$ cat config.mk
export PLATFORM = sky130hd
export DESIGN_NAME = cnn_bus_ctrl
export DESIGN_NICKNAME = d
export VERILOG_FILES = /design/src/hw/cnn_ctrl_pkg.sv /design/src/hw/cnn_bus_ctrl.sv /design/src/hw/host_reg_decode.sv /design/src/hw/param_loader.sv
export SDC_FILE = /design/constraint.sdc
export NUM_CORES = 1
export LEC_CHECK = 0
export BUFFER_PORTS_ARGS = -buffer_cell sky130_fd_sc_hd__buf_4
export CAP_MARGIN = 20
export CORE_ASPECT_RATIO = 1.5
export CORE_MARGIN = 3
export CORE_UTILIZATION = 38
export CTS_CLUSTER_SIZE = 20
export DETAILED_ROUTE_END_ITERATION = 8
export PLACE_DENSITY = 0.77
export REMOVE_ABC_BUFFERS = 1
export SLEW_MARGIN = 30
export SYNTH_ARGS = -nofsm -noshare
export SYNTH_HDL_FRONTEND = slang
export SYNTH_SLANG_ARGS = --single-unit
$ cat constraint.sdc
create_clock -name clk -period 2.7 [get_ports clk]
set_input_delay 0.81 -clock clk [delete_from_list [all_inputs] [get_ports clk]]
set_output_delay 0.81 -clock clk [all_outputs]
set_load 0.01 [all_outputs]
$ cat src/hw/cnn_ctrl_pkg.sv
package cnn_ctrl_pkg;

	// Bus side of the host window
	// Write address, read address and write data all share the CPU word width
	localparam int BUS_ADDR_W = 32;
	localparam int BUS_DATA_W = 32;

	// Parameter memory word
	// Same width serves as memory address and as loader word counter
	localparam int MEM_DATA_W = 16;

	// Image-set register field, two bits wide
	localparam int IMG_SET_W = 2;

	// Region codes, taken from the top nibble of the write address
	// Nibble values not listed here decode to no region at all
	typedef enum logic [3:0]
	{
		REGION_IMAGE_SET = 4'h1,
		REGION_IRQ       = 4'h2,
		REGION_WEIGHT    = 4'h8,
		REGION_BIAS      = 4'h9
	} region_e;

	// Result readback lives at the very top of the address space
	localparam logic [BUS_ADDR_W-1:0] RESULT_ADDR = '1;

	// Layer 1 parameter totals
	// 216 weights for the first conv layer, one bias per output channel
	localparam logic [MEM_DATA_W-1:0] LAYER1_WEIGHT_NUM = 16'd216;
	localparam logic [MEM_DATA_W-1:0] LAYER1_BIAS_NUM   = 16'd8;

	// Loader FSM states
	// IDLE waits for the first word, STORE counts, FINISH holds done
	typedef enum logic [1:0]
	{
		LOAD_IDLE,
		LOAD_STORE,
		LOAD_FINISH
	} load_state_e;

endpackage

$ cat src/hw/cnn_bus_ctrl.sv
module cnn_bus_ctrl
(
	input  logic                                  clk,
	input  logic                                  rst,
	// CPU write and read addresses
	input  logic [cnn_ctrl_pkg::BUS_ADDR_W-1:0]   awaddr,
	input  logic [cnn_ctrl_pkg::BUS_ADDR_W-1:0]   araddr,
	// CPU write data and its valid
	input  logic [cnn_ctrl_pkg::BUS_DATA_W-1:0]   wdata,
	input  logic                                  wvalid,
	// Image-set register readback
	input  logic [cnn_ctrl_pkg::IMG_SET_W-1:0]    image_set_value,
	// Weight memory write port
	output logic                                  weight_mem_wr,
	output logic [cnn_ctrl_pkg::MEM_DATA_W-1:0]   weight_mem_addr,
	output logic [cnn_ctrl_pkg::MEM_DATA_W-1:0]   weight_mem_data,
	// Bias memory write port
	output logic                                  bias_mem_wr,
	output logic [cnn_ctrl_pkg::MEM_DATA_W-1:0]   bias_mem_addr,
	output logic [cnn_ctrl_pkg::MEM_DATA_W-1:0]   bias_mem_data,
	// Load status
	output logic                                  weight_done,
	output logic                                  bias_done,
	// Register strobes
	output logic                                  image_set_wr,
	output logic [cnn_ctrl_pkg::IMG_SET_W-1:0]    image_set_data,
	output logic                                  irq_clear_wr,
	output logic                                  result_rd,
	output logic                                  params_ready
);

	import cnn_ctrl_pkg::*;

	// Weight loader, 216 words on region 8
	param_loader
	#(
		.WORD_NUM (LAYER1_WEIGHT_NUM),
		.REGION   (REGION_WEIGHT)
	)
	u_weight_loader
	(
		.clk      (clk),
		.rst      (rst),
		.awaddr   (awaddr),
		.wdata    (wdata),
		.wvalid   (wvalid),
		.mem_wr   (weight_mem_wr),
		.mem_addr (weight_mem_addr),
		.mem_data (weight_mem_data),
		.done     (weight_done)
	);

	// Bias loader, 8 words on region 9
	// Runs alongside the weight loader on the same bus
	param_loader
	#(
		.WORD_NUM (LAYER1_BIAS_NUM),
		.REGION   (REGION_BIAS)
	)
	u_bias_loader
	(
		.clk      (clk),
		.rst      (rst),
		.awaddr   (awaddr),
		.wdata    (wdata),
		.wvalid   (wvalid),
		.mem_wr   (bias_mem_wr),
		.mem_addr (bias_mem_addr),
		.mem_data (bias_mem_data),
		.done     (bias_done)
	);

	// Register and result decode
	// also merges the two done flags
	host_reg_decode u_reg_decode
	(
		.awaddr          (awaddr),
		.araddr          (araddr),
		.wdata           (wdata),
		.image_set_value (image_set_value),
		.weight_done     (weight_done),
		.bias_done       (bias_done),
		.image_set_wr    (image_set_wr),
		.image_set_data  (image_set_data),
		.irq_clear_wr    (irq_clear_wr),
		.result_rd       (result_rd),
		.params_ready    (params_ready)
	);

endmodule

$ cat src/hw/host_reg_decode.sv
module host_reg_decode
(
	// CPU address and data
	input  logic [cnn_ctrl_pkg::BUS_ADDR_W-1:0]   awaddr,
	input  logic [cnn_ctrl_pkg::BUS_ADDR_W-1:0]   araddr,
	input  logic [cnn_ctrl_pkg::BUS_DATA_W-1:0]   wdata,
	// Current contents of the image-set register
	input  logic [cnn_ctrl_pkg::IMG_SET_W-1:0]    image_set_value,
	// Loader done flags
	input  logic                                  weight_done,
	input  logic                                  bias_done,
	// Image-set register write port
	output logic                                  image_set_wr,
	output logic [cnn_ctrl_pkg::IMG_SET_W-1:0]    image_set_data,
	// Interrupt register clear strobe
	output logic                                  irq_clear_wr,
	// Result readback strobe
	output logic                                  result_rd,
	// Both parameter sets in place
	output logic                                  params_ready
);

	import cnn_ctrl_pkg::*;

	// Region nibble of the write address
	region_e aw_region;

	assign aw_region = region_e'(awaddr[BUS_ADDR_W-1 -: $bits(region_e)]);

	// Image-set register
	// A write to its region loads the low bits of wdata
	// Any other cycle with a nonzero value writes zero back,
	// so a start request lasts a single cycle
	always_comb
	begin
		if (aw_region == REGION_IMAGE_SET)
		begin
			image_set_wr   = 1'b1;
			image_set_data = wdata[IMG_SET_W-1:0];
		end
		else if (image_set_value != '0)
		begin
			image_set_wr   = 1'b1;
			image_set_data = '0;
		end
		else
		begin
			image_set_wr   = 1'b0;
			image_set_data = '0;
		end
	end

	// Interrupt clear, region only, wvalid not looked at
	// Data written is always zero, hence no data port
	assign irq_clear_wr = (aw_region == REGION_IRQ);

	// Result read on the all-ones address
	assign result_rd = (araddr == RESULT_ADDR);

	// Ready once weights and biases are both loaded
	assign params_ready = weight_done && bias_done;

endmodule

$ cat src/hw/param_loader.sv
module param_loader
#(
	// Number of words expected for this memory
	parameter logic [cnn_ctrl_pkg::MEM_DATA_W-1:0] WORD_NUM = cnn_ctrl_pkg::LAYER1_WEIGHT_NUM,
	// Address region this loader answers to
	parameter cnn_ctrl_pkg::region_e REGION = cnn_ctrl_pkg::REGION_WEIGHT
)
(
	input  logic                                  clk,
	input  logic                                  rst,
	// CPU write side
	input  logic [cnn_ctrl_pkg::BUS_ADDR_W-1:0]   awaddr,
	input  logic [cnn_ctrl_pkg::BUS_DATA_W-1:0]   wdata,
	input  logic                                  wvalid,
	// Parameter memory write port
	output logic                                  mem_wr,
	output logic [cnn_ctrl_pkg::MEM_DATA_W-1:0]   mem_addr,
	output logic [cnn_ctrl_pkg::MEM_DATA_W-1:0]   mem_data,
	// Level flag, high once the full set is stored
	output logic                                  done
);

	import cnn_ctrl_pkg::*;

	// FSM state
	load_state_e state;
	load_state_e state_next;

	// Words accepted so far, doubles as next memory address
	logic [MEM_DATA_W-1:0] word_cnt;

	// Region nibble of the current write address
	region_e aw_region;

	logic region_hit;
	logic cnt_full;
	logic accept;
	logic cnt_clear;

	// Top nibble picks the region
	assign aw_region = region_e'(awaddr[BUS_ADDR_W-1 -: $bits(region_e)]);
	assign region_hit = (aw_region == REGION);

	// Count has hit the total, nothing more goes in
	assign cnt_full = (word_cnt == WORD_NUM);

	// Word taken only while still loading
	// FINISH blocks it, and so does a full count still sitting in STORE
	assign accept = wvalid && region_hit && (state != LOAD_FINISH) && !cnt_full;

	// Counter is wiped on the way into FINISH
	assign cnt_clear = (state == LOAD_STORE) && cnt_full;

	// State register
	always_ff @(posedge clk or posedge rst)
	begin
		if (rst)
		begin
			state <= LOAD_IDLE;
		end
		else
		begin
			state <= state_next;
		end
	end

	// Next state
	always_comb
	begin
		state_next = state;
		case (state)
			LOAD_IDLE:
			begin
				// First accepted word starts the store phase
				if (accept)
				begin
					state_next = LOAD_STORE;
				end
			end
			LOAD_STORE:
			begin
				// Total seen one cycle after the last write landed
				if (cnt_full)
				begin
					state_next = LOAD_FINISH;
				end
			end
			LOAD_FINISH:
			begin
				// Parked here until reset
				state_next = LOAD_FINISH;
			end
			default:
			begin
				state_next = LOAD_IDLE;
			end
		endcase
	end

	// Word counter
	always_ff @(posedge clk or posedge rst)
	begin
		if (rst)
		begin
			word_cnt <= '0;
		end
		else if (cnt_clear)
		begin
			word_cnt <= '0;
		end
		else if (accept)
		begin
			word_cnt <= word_cnt + 1'b1;
		end
	end

	// Memory write port, straight from the bus in the same cycle
	// Address and data forced to zero when there is no write
	assign mem_wr   = accept;
	assign mem_addr = accept ? word_cnt : '0;
	assign mem_data = accept ? wdata[MEM_DATA_W-1:0] : '0;

	// Done is just the FINISH state
	assign done = (state == LOAD_FINISH);

endmodule

* Word level (Yosys, flattened, before mapping)
Cells that the tools add are included.
W data, S select, Z words.
** Word-level totals
- Word-level logic and storage cells :: 58
- Register bits :: 36
- Input port bits :: 101
** Operators by class
- Reductions and logical operators :: 18
- Equality and inequality tests :: 17
- Add/sub/neg operators :: 2
- Mux-type cells :: 17
** Operators by type and width (number)
- $mux W16 :: 8
- $add A16 B1 Y16 const B :: 2
- $eq A32 B32 Y1 const B :: 1
- $eq A16 B4 Y1 const B :: 1
- $eq A16 B8 Y1 const B :: 1
- $pmux W2 S3 :: 2
- $mux W2 :: 5
- $logic_and A1 B1 Y1 :: 9
- $eq A4 B4 Y1 const B :: 2
- $ne A2 B1 Y1 const B :: 4
- $reduce_bool A2 Y1 :: 3
- $eq A2 B1 Y1 const B :: 2
- $eq A2 B2 Y1 const B :: 2
- $eq A4 B1 Y1 const B :: 1
- $eq A4 B2 Y1 const B :: 1
- $logic_not A2 Y1 :: 2
- $ne A2 B2 Y1 const B :: 2
- $reduce_and A2 Y1 :: 2
- $logic_not A1 Y1 :: 2
- $mux W1 :: 2

* Logic depth before layout (Yosys ltp)
Gate-level depths: netlist (run 1).
- Word-level depth :: 6
- Depth in mapped cells :: 7

* By module
A second synthesis (run 1) with hierarchy kept.
** Unflattened totals
- Cells, all modules :: 286
- Area total of the unflattened synthesis :: 2580.0 µm²
** By module, submodules not included
- param_loader at u_bias_loader :: area each 1281.2 µm², times used 1, cells each 142, seq. area each 450.4 µm²
- param_loader at u_weight_loader :: area each 1187.4 µm², times used 1, cells each 127, seq. area each 450.4 µm²
- host_reg_decode :: area each 111.4 µm², times used 1, cells each 17, seq. area each 0.0 µm²

* Worst setup path after synthesis (run 1)
Ideal clock, no wire load.
- Path kind :: input to output
- Start point :: in awaddr[29] in the netlist's numbering
- End point :: out bias_mem_addr[15] in the netlist's numbering
- Buffers on the path :: 2
- Slack :: -0.159 ns
- Data arrival time :: 2.049 ns
- Data required time :: 1.890 ns
- Stages :: 5
- Path through :: and4bb_2 -> clkbuf_1 -> and2_0 -> clkbuf_1 -> and3_1
** On the way
- Longest elaborated chain between the ends :: 5
** RTL lines
- start, declared :: line cnn_bus_ctrl.sv:6 : input logic [cnn_ctrl_pkg::BUS_ADDR_W-1:0] awaddr,
- $eq A4 B4 Y1 :: line param_loader.sv:42 : assign region_hit = (aw_region == REGION);
- $logic_and A1 B1 Y1 (3 in series) :: line param_loader.sv:49 : assign accept = wvalid && region_hit && (state != LOAD_FINISH) && !cnt_full;
- $mux W16 :: line param_loader.sv:120 : assign mem_addr = accept ? word_cnt : '0;
- end, declared :: line cnn_bus_ctrl.sv:19 : output logic [cnn_ctrl_pkg::MEM_DATA_W-1:0] bias_mem_addr,
Every way passes these cells.

* Final worst setup path (run 1)
- Start point :: reg u_weight_loader.word_cnt[13]
- End point :: out weight_mem_addr[12] in the netlist's numbering
** On the way
- Longest elaborated chain between the ends :: 4
** RTL lines
- start, declared :: line param_loader.sv:30 : logic [MEM_DATA_W-1:0] word_cnt;
- start signal, assigned :: line param_loader.sv:113 : word_cnt <= word_cnt + 1'b1;
- $eq A16 B8 Y1 :: line param_loader.sv:45 : assign cnt_full = (word_cnt == WORD_NUM);
- $logic_not A1 Y1 :: line param_loader.sv:49
- $logic_and A1 B1 Y1 :: line param_loader.sv:49
- $mux W16 :: line param_loader.sv:120
- end, declared :: line cnn_bus_ctrl.sv:15 : output logic [cnn_ctrl_pkg::MEM_DATA_W-1:0] weight_mem_addr,
Every way passes these cells.

==> results of run 1 <==
[stage by stage]
stage                     TNS (ns)  util (%)  std cells  setup WS [ns]  instance area, sq um
after floorplan              -7.91         -        282         -0.261                  2510
after global placement       -6.34      60.6        540         -0.181                  3990
after detailed placement     -7.73      60.6        540         -0.213                  3990
after CTS                    -9.59      74.5        573         -0.337                  4900
after global routing        -15.01      78.1        583         -0.358                  5140
final                       -11.51      78.1        583         -0.337                  5140
[placed cells by master, fill, tap and decap left out, types with 2 or more instances in the layout]
cell type and instances:
sky130_fd_sc_hd__buf_4 139, sky130_fd_sc_hd__buf_6 69, sky130_fd_sc_hd__and3_4 54, sky130_fd_sc_hd__dfrtp_1 36
sky130_fd_sc_hd__nand3_1 21, sky130_fd_sc_hd__nand4_1 17, sky130_fd_sc_hd__xnor2_1 14, sky130_fd_sc_hd__nor2_1 13
sky130_fd_sc_hd__inv_1 11, sky130_fd_sc_hd__xor2_1 10, sky130_fd_sc_hd__a21oi_1 10, sky130_fd_sc_hd__ha_1 8
sky130_fd_sc_hd__nor3_1 7, sky130_fd_sc_hd__or4_4 6, sky130_fd_sc_hd__and3_1 6, sky130_fd_sc_hd__clkbuf_8 6
sky130_fd_sc_hd__nand2_1 5, sky130_fd_sc_hd__and2_1 5, sky130_fd_sc_hd__o21ai_0 5, sky130_fd_sc_hd__nor4_1 5
sky130_fd_sc_hd__nor3_4 5, sky130_fd_sc_hd__and4_1 4, sky130_fd_sc_hd__nor2_4 4, sky130_fd_sc_hd__inv_2 4
sky130_fd_sc_hd__mux2_2 3, sky130_fd_sc_hd__or4_1 3, sky130_fd_sc_hd__buf_8 3, sky130_fd_sc_hd__nor4_4 2
sky130_fd_sc_hd__nor3_2 2, sky130_fd_sc_hd__nor4b_1 2, sky130_fd_sc_hd__ha_4 2, sky130_fd_sc_hd__clkinv_2 2
[sequential cells by signal (all words and copies together), names as in the netlist]
| signal | flops |
|---|---|
| u_weight_loader.state | 2 |
| u_weight_loader.word_cnt | 16 |
| u_bias_loader.state | 2 |
| u_bias_loader.word_cnt | 16 |
[cells by family after synthesis]
logic type	count (synthesis)	share of synthesized area, %
and+or+nand+nor	171	39.8
DFF	36	34.6
buffers and inverters	33	5.81
xor gates and xnor gates	24	8.07
AOI/OAI and AO/OA	22	5.28
adders and majority gates	10	4.80
muxes	4	1.68
[what timing repair did]
action                                  in CTS  in global routing
gates resized for setup                    145                 36
cloned                                       9                  0
setup buffers                               16                 10
hold buffers                                 0                  0
endpoints found under the setup margin      62                 63
pin swaps                                   51                 24
[final cells by class]
type / count / area, sq um / area share, %
clock inverter: 2 / 10.0 / 0.195
sequential: 36 / 901 / 17.5
multi-input combinational: 234 / 2050 / 39.8
inverter: 15 / 56.3 / 1.10
clock buffer: 6 / 82.6 / 1.61
timing repair buffer: 214 / 1950 / 37.9
tap: 76 / 95.1 / 1.85
[synth_stat cells]
library cell	count
sky130_fd_sc_hd__and3_1	60
sky130_fd_sc_hd__dfrtp_1	36
sky130_fd_sc_hd__nand3_1	21
sky130_fd_sc_hd__nand4_1	17
sky130_fd_sc_hd__nor2_1	17
sky130_fd_sc_hd__inv_1	15
sky130_fd_sc_hd__nor3_1	14
sky130_fd_sc_hd__xnor2_1	14
sky130_fd_sc_hd__clkbuf_1	13
sky130_fd_sc_hd__a21oi_1	10
sky130_fd_sc_hd__ha_1	10
sky130_fd_sc_hd__xor2_1	10
sky130_fd_sc_hd__nand2_1	7
sky130_fd_sc_hd__nor4_1	6
sky130_fd_sc_hd__and2_1	5
sky130_fd_sc_hd__and4_1	5
sky130_fd_sc_hd__o21ai_0	5
sky130_fd_sc_hd__buf_6	3
sky130_fd_sc_hd__mux2_2	3
sky130_fd_sc_hd__nor4b_1	3
sky130_fd_sc_hd__or4_1	3
sky130_fd_sc_hd__or4_4	3
sky130_fd_sc_hd__a21oi_2	1
sky130_fd_sc_hd__a221oi_1	1
sky130_fd_sc_hd__a41oi_1	1
sky130_fd_sc_hd__and2_0	1
sky130_fd_sc_hd__and4bb_2	1
sky130_fd_sc_hd__buf_4	1
sky130_fd_sc_hd__clkbuf_2	1
sky130_fd_sc_hd__mux2i_1	1
sky130_fd_sc_hd__nand2b_1	1
sky130_fd_sc_hd__nand3_2	1
sky130_fd_sc_hd__nor2b_1	1
sky130_fd_sc_hd__nor3b_1	1
sky130_fd_sc_hd__nor4_4	1
sky130_fd_sc_hd__o211a_1	1
sky130_fd_sc_hd__o311a_1	1
sky130_fd_sc_hd__o31ai_1	1
sky130_fd_sc_hd__o41ai_1	1
sky130_fd_sc_hd__or3_1	1
sky130_fd_sc_hd__or3b_2	1
sky130_fd_sc_hd__or4b_2	1
[worst min path at each step]
stage                     slack (ns)                  startpoint  depth (start not counted)                          to
after floorplan                 0.46  u_bias_loader.word_cnt[15]                          1  u_bias_loader.word_cnt[15]
after global placement          0.48  u_bias_loader.word_cnt[15]                          1  u_bias_loader.word_cnt[15]
after detailed placement        0.50  u_bias_loader.word_cnt[15]                          1  u_bias_loader.word_cnt[15]
after CTS                       0.52   u_bias_loader.word_cnt[5]                          1   u_bias_loader.word_cnt[5]
after global routing            0.55   u_bias_loader.word_cnt[5]                          1   u_bias_loader.word_cnt[5]
final                           0.54   u_bias_loader.word_cnt[5]                          1   u_bias_loader.word_cnt[5]
[critical path: cells and delay by family, from the launching register on]
kind                   cells  cell delay (ns)
and+or+nand+nor            3             1.42
DFF                        1             0.39
buffers and inverters      1             0.12
[metal layers]
metal  track usage, %  routed length [um]  vias to the layer above
li1                 -                   -                     1519
met1             30.3                3870                     1700
met2             55.2                7120                      234
met3             5.14                1020                       63
met4             17.0                 699                        0
met5                0                   0                        -
[power by group through the flow]
stage | Clock, mW | Combinational [mW] | Sequential [mW]
after floorplan | 0 | 0.144 | 0.605
after global placement | 0 | 0.328 | 0.601
after detailed placement | 0 | 0.342 | 0.605
after CTS | 0.408 | 0.433 | 0.594
after global routing | 0.433 | 0.574 | 0.597
final | 0.411 | 0.532 | 0.597
==> impl_summary.log, run 1 <==
INFO  metric setup_viol_count_final = 57
INFO  metric report.power.total = between 1.5 and 2 mW
INFO  metric cts.sink_count = 36
INFO  metric synthesis.yosys.warnings = 0
INFO  metric fp.dieW = about 74 um
INFO  metric grt_first_pass_wirelength = 18,000 um
INFO  metric gp_congestion = roughly 0.86
INFO  metric power_frac_clock = a little over a quarter
INFO  metric tritoncts = built
INFO  metric min_period = 3.04 ns
INFO  metric max-vdd-ir-drop = 0.356 mV
INFO  metric p_comb_share = 34.6%
INFO  metric kind_of_path_behind_the_tightest_hold_check = reg2reg
INFO  metric finalHoldWorstSlack = ~0.54 ns
INFO  metric route.detailed.drc = 0
INFO  metric postSynthCellCount = 300
INFO  metric drv_slew = 0
INFO  metric synth_area_leaders = sky130_fd_sc_hd__dfrtp_1 (35%), sky130_fd_sc_hd__and3_1 (14%), sky130_fd_sc_hd__ha_1 (4.8%)
INFO  metric post-synth-top-area-cell = sky130_fd_sc_hd__dfrtp_1
INFO  metric die_height = 107 um
INFO  metric cap_viol_max_count = 0
INFO  metric tightestPinTransition = about 0.74 ns
INFO  metric period_share = 112%
INFO  metric setup_repair_after_global_routing_missed_its_margin = true
INFO  metric drt_pass_1_iters = 5
INFO  metric gr-total-overflow = 0
INFO  metric core_area = approximately 6600 sq um
INFO  metric timing.critical_path.to_type = output pin
INFO  metric final_hold_viol_count = 0
INFO  metric clk_latency = about 0.3 ns
INFO  metric post_synth.cell_area_avg = 8.69 sq um
INFO  metric setup.reg_to_reg.worst_slack = about 0.07 ns
INFO  metric initialDrtViolationCount = ~300
INFO  metric synthToLayoutAreaGrowth = 97.1%
INFO  metric ff2ff_path_depth = 11
INFO  metric cell_breakdown_of_the_critical_path = or4_4 > or4_4 > and3_4 > buf_6
INFO  metric worstReg2RegEnd = u_weight_loader.word_cnt[10]
INFO  metric start_util = just under 40%
INFO  metric num_antenna_cells = 0
INFO  metric place.port_buffers = between 100 and 150
INFO  metric most_frequent_cell_on_critical_path = sky130_fd_sc_hd__or4_4
INFO  metric grt_antenna_before_repair = 0
INFO  metric design.portCount = roughly 180
INFO  metric crit_type = reg2out
INFO  metric global_route.usage.total = between 20 and 30%
INFO  metric detail_route.wl_per_cell = between 20 and 25 um
INFO  metric cp_slowest_stage_delay = 0.63 ns
INFO  metric nets = 617
INFO  metric power_density = between 200 and 300 nW/um^2
INFO  metric p_sw = 0.476 mW
INFO  metric violations_in_the_final_reports = setup timing
INFO  metric max_clock_freq = between 300 and 400 MHz
INFO  metric critical-path-slowest-cell = sky130_fd_sc_hd__or4_4
INFO  metric outcome = complete, but fails checks
INFO  metric detailroute.via_count = between 3,000 and 4,000
INFO  metric final.setup_skew = approximately 0.012 ns
INFO  metric synth_top_cell_area_share = approximately a third
INFO  metric netlist-cell-type-count = 42
INFO  metric cts_made_buffers = 5
INFO  metric p_leak = approximately 2.5 nW
INFO  metric fp.dieArea = roughly 7900 sq um
INFO  metric buffer_levels_on_the_longest_clock_path = 2
INFO  metric final_antenna_net_count = 0
INFO  metric crit_path_max_fanout = 7
INFO  metric wire_length_reported_by_the_detailed_router = about 13,000 um
INFO  metric synth_seq_area_share = approximately a third
INFO  metric clock_tree.root_cell = sky130_fd_sc_hd__clkbuf_8
INFO  metric power.share.switching = 30.9%
INFO  metric cp_data_arrival_time = between 2 and 2.5 ns
INFO  metric via_per_inst = roughly 6.0
INFO  metric detailedPlacementHpwl = about 6900 um
INFO  metric timing.final.ws_setup = -0.337 ns
INFO  metric worst-endpoint-required = about 1.9 ns
INFO  metric cp-start-kind = flop
INFO  metric power.internal = 1.06 mW
INFO  metric cts.reportedPaths.clkPinSlew = 0.08 ns
INFO  metric timing.slew.headroom = roughly half
INFO  metric worst_setup_endpoint = weight_mem_addr[12]
INFO  metric num_rows = 36
INFO  metric maximum_number_of_pins_on_one_net_before_global_route_repair = 37
INFO  metric synth.ff_latch_count = 36
INFO  metric clock_tree.htree_level_count = 2
INFO  metric seq_power_share = 38.7%
INFO  metric synthesis.area = about 2600 sq um
INFO  metric rr_startpoint = u_weight_loader.word_cnt[0]
INFO  metric timing.critical_path.from = u_weight_loader.word_cnt[13]
INFO  metric drive_above_1_share = between 60% and 70%
INFO  metric via_count_of_the_first_global_routing_pass = roughly 3,600
INFO  metric fillerInstances = slightly above 400
Power figures use the tool's default switching activity.
==> run 2: changes to the inputs <==
Settings changed: CELL_PAD_IN_SITES_DETAIL_PLACEMENT set to 1, CELL_PAD_IN_SITES_GLOBAL_PLACEMENT set to 1, CORE_UTILIZATION 38 to 26, PLACE_DENSITY 0.77 to unset, PLACE_DENSITY_LB_ADDON set to 0.1.
==> impl_summary.log, run 2 (synthesized netlist as in run 1, its figures left out) <==
INFO  metric via_per_inst = 5.10 (-15%)
INFO  metric worstReg2RegEnd = u_weight_loader.word_cnt[10]
INFO  metric buffer_levels_on_the_longest_clock_path = 2 (unchanged)
INFO  metric kind_of_path_behind_the_tightest_hold_check = reg2reg
INFO  metric place.port_buffers = 130 (unchanged)
INFO  metric synthToLayoutAreaGrowth = 98.2%
INFO  metric timing.slew.headroom = 39.8% (-11 points)
INFO  metric cp_slowest_stage_delay = 0.60 ns (-0.03 ns)
INFO  metric clk_latency = 0.29 ns (about the same)
INFO  metric maximum_number_of_pins_on_one_net_before_global_route_repair = 37 (unchanged)
INFO  metric crit_buf_inv = 1 (unchanged)
INFO  metric finalCoreUtilization = 53.0% (-25 points)
INFO  metric totalNegativeSetupSlack = -11.80 ns (-0.297 ns)
INFO  metric worst-endpoint-required = 1.89 ns (about the same)
INFO  metric route.detailed.drc = 0 (unchanged)
INFO  metric grt_first_pass_wirelength = 19,100 um (+6.2%)
INFO  metric detailroute.via_count = 3,206 (-8.8%)
INFO  metric tightestPinTransition = 0.896 ns (+0.156 ns)
INFO  metric ff2ff_path_depth = 10 (-1)
INFO  metric drv_slew = 0 (unchanged)
INFO  metric fp.dieW = 87.7 um (+19%)
INFO  metric cts_made_buffers = 5 (unchanged)
INFO  metric reg.largest.list = u_bias_loader.word_cnt (16), u_weight_loader.word_cnt (16)
INFO  metric most_frequent_cell_on_critical_path = sky130_fd_sc_hd__or4_4
INFO  metric die_height = 129 um (+20%)
INFO  metric cts.sink_count = 36 (unchanged)
INFO  metric timing.final.ws_setup = -0.329 ns (+0.00875 ns)
INFO  metric power_density = 323 nW/um^2 (+7.7%)
INFO  metric hold_path_depth = 1 (unchanged)
INFO  metric grt_antenna_before_repair = 0 (unchanged)
INFO  metric holdCritStartpoint = u_bias_loader.word_cnt[14]
INFO  metric crit_type = reg2out
INFO  metric cap_viol_max_count = 0 (unchanged)
INFO  metric outcome = complete, but fails checks
INFO  metric initialDrtViolationCount = 82 (-72%)
INFO  metric critical-path-slowest-cell = sky130_fd_sc_hd__or4_4
INFO  metric drive_above_1_share = 60.7% (-1.4 points)
INFO  metric final.setup_skew = 0.00879 ns (-0.00332 ns)
INFO  metric place_ws = -0.201 ns (+0.0119 ns)
INFO  metric max-vdd-ir-drop = 0.211 mV (-41%)
INFO  metric cts.reportedPaths.clkPinSlew = 0.06 ns (-0.02 ns)
INFO  metric design.portCount = 175 (unchanged)
INFO  metric via_count_of_the_first_global_routing_pass = 3,512 (-3.6%)
INFO  metric start_util = 26.7% (-13 points)
INFO  metric final_hold_viol_count = 0 (unchanged)
INFO  metric setup_repair_after_global_routing_missed_its_margin = true
INFO  metric num_antenna_cells = 0 (unchanged)
INFO  metric violations_in_the_final_reports = setup timing
INFO  metric num_rows = 44 (+22%)
INFO  metric gp_congestion = 0.755 (-12%)
INFO  metric clock_tree.htree_level_count = 2 (unchanged)
INFO  metric hold_path_end = u_bias_loader.word_cnt[14]
INFO  metric cp_data_arrival_time = 2.22 ns (about the same)
INFO  metric crit_path_max_fanout = 7 (unchanged)
INFO  metric p_leak = 2.49 nW (+1.5%)
INFO  metric min_period = 3.03 ns (-0.00875 ns)
INFO  metric core_area = 9740 sq um (+48%)
INFO  metric max_clock_freq = 330 MHz (+0.29%)
INFO  metric fp.dieArea = 11,300 sq um (+43%)
INFO  metric global_route.usage.total = 22.2% (-7.7 points)
INFO  metric timing.critical_path.to_type = output pin
INFO  metric worst_path_dominant_cell_family = simple AND/OR/NAND/NOR gates
INFO  metric tritoncts = built
INFO  metric cp-start-kind = flop
INFO  metric setup_viol_count_final = 57 (unchanged)
INFO  metric detail_route.wl_per_cell = 19.6 um (-10%)
INFO  metric final_antenna_net_count = 0 (unchanged)
INFO  metric wire_length_reported_by_the_detailed_router = 12,400 um (-2.9%)
INFO  metric layout_commonest_cell = sky130_fd_sc_hd__buf_4
INFO  metric gr-total-overflow = 0 (unchanged)
INFO  metric period_share = 112% (-0.32 points)
INFO  metric detailedPlacementHpwl = 8360 um (+22%)
INFO  metric setup.reg_to_reg.worst_slack = 0.33 ns (+0.26 ns)
INFO  metric clock_tree.root_cell = sky130_fd_sc_hd__clkbuf_16
INFO  metric rr_startpoint = u_weight_loader.word_cnt[1]
INFO  metric cell_breakdown_of_the_critical_path = or4_4 > or4_4 > and3_1 > buf_4
INFO  metric nets = 624 (+1.1%)
INFO  metric final_cell_mix = sky130_fd_sc_hd__buf_4 (153), sky130_fd_sc_hd__buf_6 (61), sky130_fd_sc_hd__and3_4 (51)
INFO  metric drt_pass_1_iters = 6 (+1)
run 2: cell types whose count changed in the layout (fill, tap and decap cells not counted), moves of 5 or more:
cell                        previous run  this run
sky130_fd_sc_hd__clkbuf_8              6         1
sky130_fd_sc_hd__nor3_4                5         0
sky130_fd_sc_hd__buf_4               139       153
sky130_fd_sc_hd__buf_6                69        61
sky130_fd_sc_hd__clkbuf_16             0         5
run 2: worst max path at each step:
| stage | cells past startpoint | slack (ns) | from | end |
|---|---|---|---|---|
| after floorplan | 3 | -0.26 | awaddr[29] | bias_mem_addr[11] |
| after global placement | 6 | -0.19 | u_weight_loader.word_cnt[0] | weight_mem_addr[5] |
| after detailed placement | 6 | -0.20 | u_weight_loader.word_cnt[1] | weight_mem_addr[5] |
| after CTS | 4 | -0.33 | u_weight_loader.word_cnt[13] | weight_mem_data[12] |
| after global routing | 4 | -0.37 | u_weight_loader.word_cnt[14] | weight_mem_data[8] |
| final | 4 | -0.33 | u_weight_loader.word_cnt[14] | weight_mem_data[8] |
run 2: power by group:
part	total [mW]	internal (mW)	leakage [nW]	switching [mW]
clock network	0.612	0.369	0.0712	0.243
registers	0.595	0.571	0.464	0.0244
logic	0.460	0.264	1.95	0.196
total	1.67	1.20	2.49	0.463
run 2: final cells by class:
cell class / count / area (sq um)
timing repair buffer: 221 / 1970
inverter: 15 / 56.3
fill: 1105 / 4580
clock buffer: 8 / 146
tap: 115 / 144
multi-input combinational: 234 / 1950
sequential: 36 / 903
run 2: timing repair:
| action | in CTS | in global routing |
|---|---|---|
| endpoints found under the setup margin | 61 | 63 |
| pin swaps | 45 | 37 |
| hold buffers | 0 | 0 |
| gates resized for setup | 132 | 22 |
| cloned | 7 | 0 |
| setup buffers | 21 | 7 |
run 2: through the flow:
step / instances / area, sq um / hold WS (ns) / power [mW]
finish: 629 / 5160 / 0.545 / 1.67
global placement: 587 / 4110 / 0.491 / 0.949
CTS: 623 / 5050 / 0.530 / 1.66
floorplan: 282 / 2510 / 0.460 / 0.749
detailed placement: 587 / 4110 / 0.517 / 0.963
global route: 629 / 5160 / 0.570 / 1.75
run 2: metal layers:
metal,vias to the layer above,GRT usage (%),part of all wire [%]
met5,-,0,0
met4,0,7.50,3.2
met3,27,3.27,3.0
met2,68,43.3,59
met1,1576,23.5,35
li1,1535,-,-
==> run 3: changes to the inputs <==
Settings changed: PLACE_DENSITY set to 0.85, PLACE_DENSITY_LB_ADDON 0.1 to unset.
==> impl_summary.log, run 3 (synthesized netlist as in run 1, its figures left out) <==
INFO  metric place.port_buffers = 130 (unchanged)
INFO  metric cts.reportedPaths.clkPinSlew = 0.06 ns (about the same)
INFO  metric hold_path_depth = 1 (unchanged)
INFO  metric gr-total-overflow = 0 (unchanged)
INFO  metric timing.final.ws_setup = -0.359 ns (-0.0306 ns)
INFO  metric timing.slew.headroom = 45.0% (+5.2 points)
INFO  metric worst-endpoint-required = 1.89 ns (about the same)
INFO  metric violations_in_the_final_reports = setup timing
INFO  metric design.portCount = 175 (unchanged)
INFO  metric num_rows = 44 (unchanged)
INFO  metric initialDrtViolationCount = 119 (+45%)
INFO  metric final_cell_mix = sky130_fd_sc_hd__buf_4 (151), sky130_fd_sc_hd__buf_6 (54), sky130_fd_sc_hd__and3_4 (50)
INFO  metric start_util = 26.7% (unchanged)
INFO  metric nets = 619 (-0.80%)
INFO  metric drv_slew = 0 (unchanged)
INFO  metric layout_commonest_cell = sky130_fd_sc_hd__buf_4
INFO  metric finalCoreUtilization = 53.5% (+0.48 points)
INFO  metric crit_path_max_fanout = 7 (unchanged)
INFO  metric drt_pass_1_iters = 4 (-2)
INFO  metric num_antenna_cells = 0 (unchanged)
INFO  metric fp.dieW = 87.7 um (unchanged)
INFO  metric setup_repair_after_global_routing_missed_its_margin = true
INFO  metric rr_startpoint = u_weight_loader.word_cnt[8]
INFO  metric final_antenna_net_count = 0 (unchanged)
INFO  metric outcome = complete, but fails checks
INFO  metric p_leak = 2.50 nW (+0.34%)
INFO  metric grt_antenna_before_repair = 0 (unchanged)
INFO  metric via_per_inst = 5.48 (+7.4%)
INFO  metric wire_length_reported_by_the_detailed_router = 13,700 um (+11%)
INFO  metric tritoncts = built
INFO  metric die_height = 129 um (unchanged)
INFO  metric tightestPinTransition = 0.818 ns (-0.0773 ns)
INFO  metric crit_type = reg2out
INFO  metric period_share = 113% (+1.1 points)
INFO  metric timing.critical_path.to_type = output pin
INFO  metric reg.largest.list = u_bias_loader.word_cnt (16), u_weight_loader.word_cnt (16)
INFO  metric maximum_number_of_pins_on_one_net_before_global_route_repair = 37 (unchanged)
INFO  metric cts_made_buffers = 5 (unchanged)
INFO  metric power_density = 363 nW/um^2 (+12%)
INFO  metric kind_of_path_behind_the_tightest_hold_check = reg2reg
INFO  metric route.detailed.drc = 0 (unchanged)
INFO  metric min_period = 3.06 ns (+0.0306 ns)
INFO  metric report.power.total = 1.89 mW (+13%)
INFO  metric cp-start-kind = flop
INFO  metric global_route.usage.total = 22.9% (+0.71 points)
INFO  metric cts.sink_count = 36 (unchanged)
INFO  metric gp_congestion = 0.830 (+10%)
INFO  metric clock_tree.htree_level_count = 2 (unchanged)
INFO  metric detail_route.wl_per_cell = 21.9 um (+12%)
INFO  metric max_clock_freq = 327 MHz (-1.0%)
INFO  metric setup.reg_to_reg.worst_slack = 0.36 ns (+0.03 ns)
INFO  metric grt_first_pass_wirelength = 20,000 um (+4.5%)
INFO  metric clk_latency = 0.28 ns (about the same)
INFO  metric holdCritStartpoint = u_bias_loader.word_cnt[15]
INFO  metric max-vdd-ir-drop = 0.304 mV (+44%)
INFO  metric clock_tree.root_cell = sky130_fd_sc_hd__clkbuf_16
INFO  metric cap_viol_max_count = 0 (unchanged)
INFO  metric core_area = 9740 sq um (unchanged)
INFO  metric final.setup_skew = 0.00734 ns (-0.00146 ns)
INFO  metric fp.dieArea = 11,300 sq um (unchanged)
INFO  metric cp_data_arrival_time = 2.25 ns (+0.03 ns)
INFO  metric setup_viol_count_final = 57 (unchanged)
INFO  metric final_hold_viol_count = 0 (unchanged)
INFO  metric synthToLayoutAreaGrowth = 100%
INFO  metric ff2ff_path_depth = 8 (-2)
INFO  metric fillerInstances = 1,070 (-3.2%)
INFO  metric via_count_of_the_first_global_routing_pass = 3,754 (+6.9%)
INFO  metric hold_path_end = u_bias_loader.word_cnt[15]
INFO  metric drive_above_1_share = 61.1% (+0.40 points)
INFO  metric detailedPlacementHpwl = 8270 um (-1.1%)
INFO  metric cts_hold_buffers = 0 (unchanged)
INFO  metric buffer_levels_on_the_longest_clock_path = 2 (unchanged)
INFO  metric detailroute.via_count = 3,417 (+6.6%)
INFO  metric worstReg2RegEnd = u_weight_loader.word_cnt[6]
-- run 3: cell types whose count changed in the layout (fill, tap and decap cells not counted), sizes merged --
cell    change
buf         -5
bufinv      +1
clkbuf      -1
-- run 3: worst max path at each step --
stage,from,to,slack [ns]
after floorplan,awaddr[29],bias_mem_addr[11],-0.26
after global placement,u_weight_loader.word_cnt[1],weight_mem_data[0],-0.19
after detailed placement,u_weight_loader.word_cnt[0],weight_mem_data[0],-0.23
after CTS,u_weight_loader.word_cnt[0],weight_mem_addr[4],-0.38
after global routing,u_weight_loader.word_cnt[14],weight_mem_data[5],-0.39
final,u_weight_loader.word_cnt[8],weight_mem_addr[2],-0.36
-- run 3: final cells by class --
class	count	area [sq um]	area share, %
well taps	115	144	2.76
flip-flops and latches	36	902	17.3
multi-input cells	234	1960	37.7
clock buffers	7	153	2.93
inverters	15	56.3	1.08
clock inverters	1	30.0	0.576
repair buffers	216	1960	37.6
-- run 3: critical path, stage by stage, from the launching register on --
cell	delay [ns]
sky130_fd_sc_hd__dfrtp_1	0.41
sky130_fd_sc_hd__or4_4	0.58
sky130_fd_sc_hd__or4_4	0.61
sky130_fd_sc_hd__and3_1	0.22
sky130_fd_sc_hd__buf_4	0.14
-- run 3: stage by stage --
| step | hold slack, ns | setup TNS [ns] | setup WS, ns | instance area [sq um] | std cells |
|---|---|---|---|---|---|
| after detailed placement | 0.501 | -7.00 | -0.227 | 4030 | 579 |
| after global routing | 0.576 | -13.99 | -0.391 | 5210 | 624 |
| after CTS | 0.535 | -10.77 | -0.380 | 5020 | 620 |
| after floorplan | 0.460 | -7.91 | -0.261 | 2510 | 282 |
| final | 0.557 | -12.15 | -0.359 | 5210 | 624 |
| after global placement | 0.484 | -5.50 | -0.189 | 4030 | 579 |
-- run 3: report_power, final --
group / switching, mW / leakage (nW) / internal, mW
clock network: 0.240 / 0.0901 / 0.487
registers: 0.0266 / 0.466 / 0.571
logic: 0.239 / 1.94 / 0.327
total: 0.505 / 2.50 / 1.38
-- run 3: repair_timing --
action / in CTS / in global routing
setup buffers: 29 / 7
endpoints found under the hold margin: 0 / 0
cloned: 10 / 0
pin swaps: 46 / 18
gates resized for setup: 118 / 35
endpoints found under the setup margin: 61 / 63
-- run 3: metal layers --
layer / GRT usage, % / share of wire, % / vias up
met5: 0 / 0 / -
met4: 10.0 / 3.4 / 0
met3: 3.91 / 5.7 / 32
met2: 44.6 / 57 / 158
met1: 22.9 / 34 / 1690
li1: - / - / 1537
